### src/uart_pkg.sv
package uart_pkg;

   // ~~~~~~~~~~~~~~~~~~~~~~~~~~~~~~~~~~~~~~~~
   // serial timing and frame layout
   // ~~~~~~~~~~~~~~~~~~~~~~~~~~~~~~~~~~~~~~~~
   localparam int clks_per_bit   = 4;
   localparam int half_bit       = clks_per_bit / 2;
   localparam int data_bits      = 8;
   localparam int frames_per_cmd = 2; // high byte goes out first.
   localparam int fifo_depth     = 4;

   localparam int bit_cnt_w   = $clog2(clks_per_bit);
   localparam int rx_cnt_w    = $clog2(clks_per_bit + half_bit); // covers the stop tail.
   localparam int bit_idx_w   = $clog2(data_bits);
   localparam int frame_idx_w = $clog2(frames_per_cmd);
   localparam int ptr_w       = $clog2(fifo_depth);

   // ~~~~~~~~~~~~~~~~~~~~~~~~~~~~~~~~~~~~~~~~
   // state machines and received entry
   // ~~~~~~~~~~~~~~~~~~~~~~~~~~~~~~~~~~~~~~~~
   typedef enum logic [2:0] {tx_idle, tx_start, tx_data, tx_parity, tx_stop} tx_state_t;

   typedef enum logic [2:0] {rx_idle, rx_start, rx_data, rx_parity, rx_stop} rx_state_t;

   typedef struct packed {
      logic [data_bits-1:0] data;
      logic                 parity_err;
      logic                 stop_err;
   } rx_entry_t;

endpackage
### src/rx_frame_if.sv
`timescale 1ns/1ps

interface rx_frame_if;
   import uart_pkg::*;

   logic [data_bits-1:0] data;
   logic                 parity_err;
   logic                 stop_err;
   logic                 vld; // one cycle per finished frame.

   modport source (
      output data,
      output parity_err,
      output stop_err,
      output vld
   );

   modport sink (
      input data,
      input parity_err,
      input stop_err,
      input vld
   );

endinterface

### src/uart.sv
`timescale 1ns/1ps

module uart (
   input  logic        clk,
   input  logic        rst_n,
   input  logic [15:0] cmd_in,
   input  logic        cmd_vld,
   output logic        cmd_rdy,
   output logic        tx,
   input  logic        rx,
   output logic        read_rdy,
   input  logic        read_ack,
   output logic [7:0]  read_data,
   output logic        read_parity_err,
   output logic        read_stop_err
);
   import uart_pkg::*;

   rx_entry_t read_entry;

   rx_frame_if rx_frame ();

   uart_tx u_tx (
      .clk     (clk),
      .rst_n   (rst_n),
      .cmd_in  (cmd_in),
      .cmd_vld (cmd_vld),
      .cmd_rdy (cmd_rdy),
      .tx      (tx)
   );

   uart_rx u_rx (
      .clk   (clk),
      .rst_n (rst_n),
      .rx    (rx),
      .frame (rx_frame)
   );

   rx_fifo u_fifo (
      .clk        (clk),
      .rst_n      (rst_n),
      .frame      (rx_frame),
      .read_ack   (read_ack),
      .read_rdy   (read_rdy),
      .read_entry (read_entry)
   );

   assign read_data       = read_entry.data; // oldest entry in the FIFO.
   assign read_parity_err = read_entry.parity_err;
   assign read_stop_err   = read_entry.stop_err;

endmodule

### src/rx_fifo.sv
`timescale 1ns/1ps

module rx_fifo (
   input  logic               clk,
   input  logic               rst_n,
   rx_frame_if.sink           frame,
   input  logic               read_ack,
   output logic               read_rdy,
   output uart_pkg::rx_entry_t read_entry
);
   import uart_pkg::*;

   rx_entry_t        mem [fifo_depth];
   logic [ptr_w-1:0] wr_ptr;
   logic [ptr_w-1:0] rd_ptr;
   logic [ptr_w:0]   count;
   logic             push;
   logic             pop;

   // a full FIFO simply drops the new entry.
   assign push = frame.vld && (count != (ptr_w + 1)'(fifo_depth));
   assign pop  = read_ack && read_rdy;

   assign read_rdy   = (count != '0);
   assign read_entry = mem[rd_ptr];

   always_ff @(posedge clk) begin
      if (push) begin
         mem[wr_ptr] <= {frame.data, frame.parity_err, frame.stop_err};
      end
   end

   // ~~~~~~~~~~~~~~~~~~~~~~~~~~~~~~~~~~~~~~~~
   // pointers and occupancy
   // ~~~~~~~~~~~~~~~~~~~~~~~~~~~~~~~~~~~~~~~~
   always_ff @(posedge clk or negedge rst_n) begin
      if (!rst_n) begin
         wr_ptr <= '0;
         rd_ptr <= '0;
         count  <= '0;
      end else begin
         if (push) begin
            wr_ptr <= wr_ptr + 1'b1; // depth is a power of two, so it wraps.
         end
         if (pop) begin
            rd_ptr <= rd_ptr + 1'b1;
         end
         case ({push, pop})
            2'b10:   count <= count + 1'b1;
            2'b01:   count <= count - 1'b1;
            default: count <= count;
         endcase
      end
   end

endmodule

### src/uart_rx.sv
`timescale 1ns/1ps

module uart_rx (
   input  logic       clk,
   input  logic       rst_n,
   input  logic       rx,
   rx_frame_if.source frame
);
   import uart_pkg::*;

   logic                 rx_meta;
   logic                 rx_sync;
   logic                 rx_prev;
   rx_state_t            state;
   logic [rx_cnt_w-1:0]  cnt;
   logic [bit_idx_w-1:0] bit_idx;
   logic [data_bits-1:0] shift_q;
   logic                 parity_err_q;
   logic                 stop_err_q;
   logic                 vld_q;
   logic                 fall;
   logic                 mid_bit;
   logic                 frame_end;

   // ~~~~~~~~~~~~~~~~~~~~~~~~~~~~~~~~~~~~~~~~
   // line synchronizer
   // ~~~~~~~~~~~~~~~~~~~~~~~~~~~~~~~~~~~~~~~~
   always_ff @(posedge clk or negedge rst_n) begin
      if (!rst_n) begin
         rx_meta <= 1'b1;
         rx_sync <= 1'b1;
         rx_prev <= 1'b1;
      end else begin
         rx_meta <= rx;
         rx_sync <= rx_meta;
         rx_prev <= rx_sync; // only used for edge detection.
      end
   end

   assign fall    = rx_prev & ~rx_sync;
   assign mid_bit = (cnt == rx_cnt_w'(clks_per_bit - 1));
   // Ends one cycle early so that a back-to-back start edge is seen in idle.
   assign frame_end = (cnt == rx_cnt_w'(clks_per_bit + half_bit - 2));

   // ~~~~~~~~~~~~~~~~~~~~~~~~~~~~~~~~~~~~~~~~
   // frame FSM
   // ~~~~~~~~~~~~~~~~~~~~~~~~~~~~~~~~~~~~~~~~
   always_ff @(posedge clk or negedge rst_n) begin
      if (!rst_n) begin
         state   <= rx_idle;
         cnt     <= '0;
         bit_idx <= '0;
         vld_q   <= 1'b0;
      end else begin
         vld_q <= 1'b0;
         case (state)
            rx_idle: begin
               if (fall) begin
                  state <= rx_start;
                  cnt   <= '0;
               end
            end
            rx_start: begin
               if (cnt == rx_cnt_w'(half_bit - 1)) begin
                  cnt     <= '0;
                  bit_idx <= '0;
                  state   <= rx_sync ? rx_idle : rx_data; // high here means a glitch.
               end else begin
                  cnt <= cnt + 1'b1;
               end
            end
            rx_data: begin
               if (mid_bit) begin
                  cnt <= '0;
                  if (bit_idx == bit_idx_w'(data_bits - 1)) begin
                     state <= rx_parity;
                  end else begin
                     bit_idx <= bit_idx + 1'b1;
                  end
               end else begin
                  cnt <= cnt + 1'b1;
               end
            end
            rx_parity: begin
               if (mid_bit) begin
                  cnt   <= '0;
                  state <= rx_stop;
               end else begin
                  cnt <= cnt + 1'b1;
               end
            end
            rx_stop: begin
               if (frame_end) begin
                  cnt   <= '0;
                  vld_q <= 1'b1;
                  state <= rx_idle;
               end else begin
                  cnt <= cnt + 1'b1;
               end
            end
            default: state <= rx_idle;
         endcase
      end
   end

   // data arrives LSB first.
   always_ff @(posedge clk) begin
      if (state == rx_data && mid_bit) begin
         shift_q <= {rx_sync, shift_q[data_bits-1:1]};
      end
      if (state == rx_parity && mid_bit) begin
         parity_err_q <= ~^{rx_sync, shift_q};
      end
      if (state == rx_stop && mid_bit) begin
         stop_err_q <= ~rx_sync;
      end
   end

   assign frame.data       = shift_q;
   assign frame.parity_err = parity_err_q;
   assign frame.stop_err   = stop_err_q;
   assign frame.vld        = vld_q;

endmodule

### src/uart_tx.sv
`timescale 1ns/1ps

module uart_tx (
   input  logic        clk,
   input  logic        rst_n,
   input  logic [15:0] cmd_in,
   input  logic        cmd_vld,
   output logic        cmd_rdy,
   output logic        tx
);
   import uart_pkg::*;

   tx_state_t               state;
   logic [bit_cnt_w-1:0]    bit_cnt;
   logic [bit_idx_w-1:0]    bit_idx;
   logic [frame_idx_w-1:0]  frame_idx;
   logic [15:0]             shift_q;
   logic [frames_per_cmd-1:0] par_q;
   logic                    load;
   logic                    bit_end;

   assign load    = cmd_vld && cmd_rdy;
   assign bit_end = (bit_cnt == bit_cnt_w'(clks_per_bit - 1));

   // ~~~~~~~~~~~~~~~~~~~~~~~~~~~~~~~~~~~~~~~~
   // frame sequencing
   // ~~~~~~~~~~~~~~~~~~~~~~~~~~~~~~~~~~~~~~~~
   always_ff @(posedge clk or negedge rst_n) begin
      if (!rst_n) begin
         state     <= tx_idle;
         tx        <= 1'b1;
         cmd_rdy   <= 1'b1;
         bit_cnt   <= '0;
         bit_idx   <= '0;
         frame_idx <= '0;
      end else if (state == tx_idle) begin
         if (load) begin
            state     <= tx_start;
            tx        <= 1'b0; // start bit of the first frame.
            cmd_rdy   <= 1'b0;
            bit_cnt   <= '0;
            frame_idx <= '0;
         end
      end else if (!bit_end) begin
         bit_cnt <= bit_cnt + 1'b1;
      end else begin
         bit_cnt <= '0;
         case (state)
            tx_start: begin
               state   <= tx_data;
               tx      <= shift_q[0];
               bit_idx <= '0;
            end
            tx_data: begin
               if (bit_idx == bit_idx_w'(data_bits - 1)) begin
                  state <= tx_parity;
                  tx    <= par_q[0];
               end else begin
                  bit_idx <= bit_idx + 1'b1;
                  tx      <= shift_q[0];
               end
            end
            tx_parity: begin
               state <= tx_stop;
               tx    <= 1'b1;
            end
            tx_stop: begin
               if (frame_idx == frame_idx_w'(frames_per_cmd - 1)) begin
                  state   <= tx_idle;
                  cmd_rdy <= 1'b1; // line stays high between commands.
               end else begin
                  state     <= tx_start;
                  tx        <= 1'b0;
                  frame_idx <= frame_idx + 1'b1;
               end
            end
            default: begin
               state <= tx_idle;
               tx    <= 1'b1;
            end
         endcase
      end
   end

   // ~~~~~~~~~~~~~~~~~~~~~~~~~~~~~~~~~~~~~~~~
   // payload and parity
   // ~~~~~~~~~~~~~~~~~~~~~~~~~~~~~~~~~~~~~~~~
   // Bytes are swapped on load so a plain right shift sends the high byte first.
   always_ff @(posedge clk) begin
      if (load) begin
         shift_q <= {cmd_in[7:0], cmd_in[15:8]};
         par_q   <= {~^cmd_in[7:0], ~^cmd_in[15:8]}; // odd parity per byte.
      end else if (bit_end) begin
         if (state == tx_start) begin
            shift_q <= shift_q >> 1;
         end else if (state == tx_data && bit_idx != bit_idx_w'(data_bits - 1)) begin
            shift_q <= shift_q >> 1;
         end else if (state == tx_parity) begin
            par_q <= par_q >> 1;
         end
      end
   end

endmodule

### config.mk
export PLATFORM = sky130hd
export DESIGN_NAME = uart
export DESIGN_NICKNAME = d
export VERILOG_FILES = /design/src/uart_pkg.sv /design/src/rx_frame_if.sv /design/src/uart.sv /design/src/rx_fifo.sv /design/src/uart_rx.sv /design/src/uart_tx.sv
export SDC_FILE = /design/constraint.sdc
export NUM_CORES = 1
export LEC_CHECK = 0
export BUFFER_PORTS_ARGS = -buffer_cell sky130_fd_sc_hd__clkbuf_2
export CAP_MARGIN = 20
export CORE_UTILIZATION = 40
export CTS_CLUSTER_SIZE = 10
export DETAILED_ROUTE_END_ITERATION = 8
export PLACE_DENSITY = 0.54
export SLEW_MARGIN = 40
export SYNTH_ARGS = -nofsm -noshare
export SYNTH_HDL_FRONTEND = slang
export SYNTH_SLANG_ARGS = --single-unit
### constraint.sdc
create_clock -name clk -period 2.65 [get_ports clk]
set_input_delay 0 -clock clk [delete_from_list [all_inputs] [get_ports clk]]
set_output_delay 0 -clock clk [all_outputs]
set_load 0.005 [all_outputs]
# [Word level (Yosys, flattened, before mapping)]
# Memory sizes are Yosys's and may differ from the RTL's.
# Index checks and enable logic that the tools add are counted.
[word_totals] register_bits=59 mem_bits_rw=40 inputBits=21 output_inout_bits=13 wordCells=155 memories=1
[mem_list] name="u_fifo.mem" depth=4 width=10 rd=1 rd_clocked_by_memory_dff=0 write_ports=1 line="rx_fifo.sv:13" rtl="rx_entry_t mem [fifo_depth];"
[classes] add_sub_neg=9 n_eq_ne=31 muxes=56 n_bitwise=3 n_reduce_logical=34
[op_table] operator="$mux 16" n=4
[op_table] operator="$mux 3" n=18
[op_table] operator="$pmux 3 s4" n=2
[op_table] operator="$mux 1" n=18
[op_table] operator="$mux 2" n=9
[op_table] operator="$ne 2x1->1 const B" n=9
[op_table] operator="$pmux 3 s2" n=3
[op_table] operator="$reduce_and 4->1" n=4
[op_table] operator="$reduce_bool 2->1" n=8
[op_table] operator="$reduce_xnor 8->1" n=2
[op_table] operator="$eq 3x2->1 const B" n=5
[op_table] operator="$eq 3x3->1 const B" n=5
[op_table] operator="$pmux 3 s5" n=1
[op_table] operator="$add 3x1->3 const B" n=4
[op_table] operator="$eq 3x1->1 const B" n=3
[op_table] operator="$ne 3x3->1 const B" n=3
[op_table] operator="$reduce_and 3->1" n=3
[op_table] operator="$reduce_xnor 9->1" n=1
[op_table] operator="$logic_and 1x1->1" n=7
[op_table] operator="$add 2x1->2 const B" n=3
[op_table] operator="$logic_not 3->1" n=2
[op_table] operator="$reduce_and 6->1" n=1
[op_table] operator="$reduce_bool 3->1" n=2
[op_table] operator="$eq 2x2->1 const B" n=2
[op_table] operator="other kinds (11)" n=14

# [Logic depth before layout (Yosys ltp)]
[logic_depth] ltp_word=6 mapped_depth=9 ltp_nobuf=9

# [By module]
# A second synthesis with hierarchy kept.
[hier_totals] cells_unflattened=297 area_unflattened_um2=4484.3
[modules_own_cells] module="rx_fifo" instances=1 cells_each=90 area_each_um2=1879.3 seq_area_each_um2=1376.3
[modules_own_cells] module="uart_tx" instances=1 cells_each=123 area_each_um2=1502.7 seq_area_each_um2=818.3
[modules_own_cells] module="uart_rx" instances=1 cells_each=84 area_each_um2=1102.3 seq_area_each_um2=629.4

# [Least setup slack after synthesis]
# Ideal clock, no wire load.
[synth_timing] path_type="register -> register" start="register u_fifo.count[1]" end="register u_fifo.count[2]" setup_ns=0.125 arrival_ns=1.747 required_time_ns=2.525 slack_ns=0.778 path_stages_with_launch=9 n_path_buf=0 period_less_slack_ns=1.872 path_cell_list="dfrtp_1 -> or3_1 -> and2_1 -> ha_1 -> inv_1 -> fa_1 -> xor2_1 -> nor2_1 -> xor2_1"
[synth_via] elab_chain_len=4 elab_cells_between_ends=10 cone_classes="add/sub: 2; eq/ne: 3; mux: 1; reduce/logical: 4"
[synth_rtl] element="start, declared" line="rx_fifo.sv:16" rtl="logic [ptr_w:0] count;"
[synth_rtl] element="start signal, assigned" line="rx_fifo.sv:49" rtl="2'b10: count <= count + 1'b1;"
[synth_rtl] element="start signal, assigned" line="rx_fifo.sv:50" rtl="2'b01: count <= count - 1'b1;"
[synth_rtl] element="start signal, assigned" line="rx_fifo.sv:51" rtl="default: count <= count;"
[synth_rtl] element="$reduce_bool 3->1 *" line="rx_fifo.sv:24" rtl="assign read_rdy = (count != '0);"
[synth_rtl] element="named net read_rdy" line="uart.sv:11" rtl="output logic read_rdy,"
[synth_rtl] element="$logic_and 1x1->1 *" line="rx_fifo.sv:22" rtl="assign pop = read_ack && read_rdy;"
[synth_rtl] element="named net u_fifo.pop" line="rx_fifo.sv:18" rtl="logic pop;"
[synth_rtl] element="$eq 2x1->1 or $eq 2x2->1 (tied branches)" line="rx_fifo.sv:48" rtl="case ({push, pop})"
[synth_rtl] element="$pmux 3 s2 or $reduce_bool 2->1 (tied branches)"
# Mark *: on every way through the listed nets, which the timed path passes. The rest lies on a longest branch.
# A chain may end at the register's enable or synchronous reset.

# [Final worst setup path]
[layout_timing] start="register u_fifo.count[0]" end="register u_fifo.count[2]"
[layout_via] elab_chain_len=4 elab_cells_between_ends=10 cone_classes="add/sub: 2; eq/ne: 3; mux: 1; reduce/logical: 4"
[layout_rtl] element="$ne 3x3->1 or $reduce_bool 3->1 (tied branches)" line="rx_fifo.sv:21, rx_fifo.sv:24"
[layout_rtl] element="$logic_and 1x1->1 (on tied branches)" line="rx_fifo.sv:21, rx_fifo.sv:22"
[layout_rtl] element="$eq 2x1->1 or $eq 2x2->1 (tied branches)" line="rx_fifo.sv:48"
[layout_rtl] element="$pmux 3 s2 or $reduce_bool 2->1 (tied branches)"
# Several ways; a longest one is shown, not always the timed one.

==> summary.txt <==
Yosys
  • Number of synthesized flops with an enable pin: 68
  • #FFs+latches synth: 99
  • Yosys warnings: 0
  • Post-synth top flop: edfxtp_1
  • Avg Cell Area, Syn: 15.20 um2
  • Ys async rst share: 31.31%
  • Syn Nets: 333
  • Synth area leader: edfxtp_1
  • Synth Cell Area: 4498 um2
  • Top post-synthesis cells by area: edfxtp_1 (45%), dfrtp_1 (14%), mux4_2 (5.0%)
  • Sequential share of the synthesized area: 62.78%
  • Post-Syn Instances: 296
  • Distinct cells, synth: 53
  • Post-synth top area share: 45.40%

Pwr
  • Power Dens Cells: 860.0 nW/um2
  • Psw: 0.001435 W
  • Pleak: 1.955 nW
  • Worst VDD drop: 340.6 uV
  • Power share of the clock group: 22.6%
  • Int Power: 0.003031 W
  • Flop pwr share: 49.4%
  • Comb pwr share: 28.0%
  • Sw Share: 32.13%

Timing
  • Count of final setup violators: 0
  • Crit path time final: 2027 ps
  • Max Freq: 0.4934 GHz
  • Skew final: 14.48 ps
  • Least-Margin Pin Slew: 728.3 ps
  • Post-layout worst setup margin: 623.1 ps
  • Final hold vios: 0
  • Final cycle utilization of the critical path: 76.49%
  • Unrepaired setup endpoints after global routing: no
  • Normalized max-slew margin: 51.45%
  • Slew Viols, Final: 0
  • Total Neg Setup Slack: 0 ps

Worst setup path
  • Worst setup SP type: register
  • Largest stage delay, worst path: 430 ps
  • CP required: 2940 ps
  • CP max-delay cell: fa_1
  • CP dominant cell by count: inv_1
  • Reg2reg path depth: 9
  • Crit Path Class: register to register
  • WP data arrival: 2320 ps
  • Beginning of the critical path: u_fifo.count[0]$_DFFE_PN0P_
  • Crit-path cells: inv_1 > a31oi_1 > inv_1 > ha_1 > inv_1 > fa_1 > xor2_1 > nor2_1 > xor2_1
  • Max FO, Critical Path: 8
  • CP Capture Type: register
  • Worst r2r src: u_fifo.count[0]$_DFFE_PN0P_

Floorplanning
  • Die Footprint: 11670 um2
  • Initial Util: 41.31%
  • Core area: 10890 um2
  • Die width: 108.0 um
  • # IOs: 34
  • Vert. Die Dim: 108.0 um
  • FP Rows: 38

Clock tree
  • Max Root-Sink Buffers: 2
  • Clk_lat worst skew: 370 ps
  • Post-CTS sizing: 0
  • CTS tree: built
  • CTS hold repair buffers: 20
  • Num CTS Buffers: 9
  • CTS root buf: clkbuf_8
  • Clock transition at path regs: 100 ps
  • Post-CTS setup buffers: 0
  • CTS H-tree lvls: 3
  • CTS sink count: 99

Layout
  • Layout cells sized above 1: 27.17%
  • Commonest non-fill, non-tap cell in the layout: edfxtp_1
  • Layout area overhead: 15.44%
  • Finished Core Util: 47.69%
  • Finished Layout Cells: 497
  • Most frequent cells in the layout: edfxtp_1 (68), clkbuf_2 (32), dfrtp_1 (26)
  • Layout net count: 389
  • Ant diodes: 0

Drt
  • Number of remaining DRC errors: 0
  • Vias: 2480
  • Drt first pass iters: 4
  • ANT nets after route: 0
  • DRT iter0 DRCs: 152
  • Wire length per cell: 14.67 um
  • Vias/cell: 4.990
  • Final wirelength: 7291 um

Job
  • Max-cap viol count: 0

Global routing
  • Global route total overflow: 0
  • First-pass GRT wire length: 12310 um
  • Vias in the first global route: 2524
  • Initial antenna violation count: 0
  • Pin count of the biggest net entering global routing: 32
  • Tot GR Track Use: 14.11%

Place
  • DP Worst Slack: 634.3 ps
  • HPWL Detailed: 4780 um
  • Number of port buffers: 33
  • Placed Cells: 461
  • Placer Congestion: 0.7754

Run status
  • Status: finished clean

Hold path
  • Min-Delay Path Class: primary input to asynchronous set/reset pin
-- metal layers --
metal / track usage [%] / vias to the layer above / share of wire, %
met5: 0 / - / 0
met4: 7.339 / 0 / 1.9
met3: 2.712 / 10 / 2.7
met2: 22.75 / 42 / 48
met1: 18.07 / 1233 / 47
li1: - / 1195 / -
-- per-stage QoR --
stage	hold WS (ps)	area (um2)	power [W]
global placement	89.03	4786	0.003466
finish	95.65	5192	0.004466
detailed placement	90.50	4786	0.003490
floorplan	-295.6	4498	0.003180
CTS	118.2	5190	0.004533
global route	136.4	5192	0.004765
-- synth_stat cells (all sizes together), types with 7 or more instances --
cell type  number
dfrtp          26
inv            19
o21ai           7
nor2           12
mux2           18
xnor2          23
a21oi           9
buf             9
nand2          13
ha             15
mux4           10
edfxtp         68
-- worst paths after layout --
kind,slack [ps],to
worst min-delay path,100,u_fifo.count[1]$_DFFE_PN0P_
worst max register to register,620,u_fifo.count[2]$_DFFE_PN0P_
worst max-delay path,620,u_fifo.count[2]$_DFFE_PN0P_
max in group asynchronous,2210,u_rx.rx_prev$_DFF_PN1_
min in group clk,130,u_tx.tx$_DFFE_PN1P_
worst min register to register,360,u_rx.rx_sync$_DFF_PN1_
-- state kept, by name, summed over array words and instances, names as in the netlist, 2 cells and up --
name	cells
u_tx.shift_q	16
u_rx.frame.data	8
u_rx.state	3
u_rx.bit_idx	3
u_tx.state	3
u_fifo.count	3
u_rx.cnt	3
u_tx.bit_cnt	2
u_fifo.mem	40
u_tx.bit_idx	3
u_tx.par_q	2
u_fifo.wr_ptr	2
u_fifo.rd_ptr	2
-- power by group through the flow --
stage	Clock (W)	Sequential [W]	Combinational, W
5_1_grt	0.00110	0.00225	0.00141
6_report	0.00101	0.00221	0.00125
4_1_cts	0.00104	0.00222	0.00127
3_5_place_dp	0	0.00225	0.00124
2_1_floorplan	0	0.00205	0.00113
3_3_place_gp	0	0.00224	0.00122
-- final cells by class --
class	count	area, um2
flip-flops and latches	99	2824
inverters	19	71.32
fillers	924	5695
clock inverters	7	80.08
repair buffers	55	382.9
multi-input cells	168	1535
well taps	140	175.2
clock buffers	9	123.9
-- cell families (layout without fill, tap and decap cells) --
group	after synthesis	in the layout	share of synthesized area, %
buffers and inverters	29	90	3.088
DFF	99	99	62.78
AOI/OAI and AO/OA	36	36	6.036
muxes	33	33	10.79
xor gates and xnor gates	28	28	5.452
and+or+nand+nor	55	55	7.232
adders and majority gates	16	16	4.618
-- worst max-delay path: cells and delay by family, from the launching register on --
family / cells / cell delay, ps
adder cells (fa/ha/maj): 2 / 620
flip-flops: 1 / 410
XOR/XNOR: 2 / 310
buffers and inverters: 3 / 290
AO/OA/AOI/OAI: 1 / 210
AND/OR/NAND/NOR: 1 / 110
(Power assumes the default switching activity.)
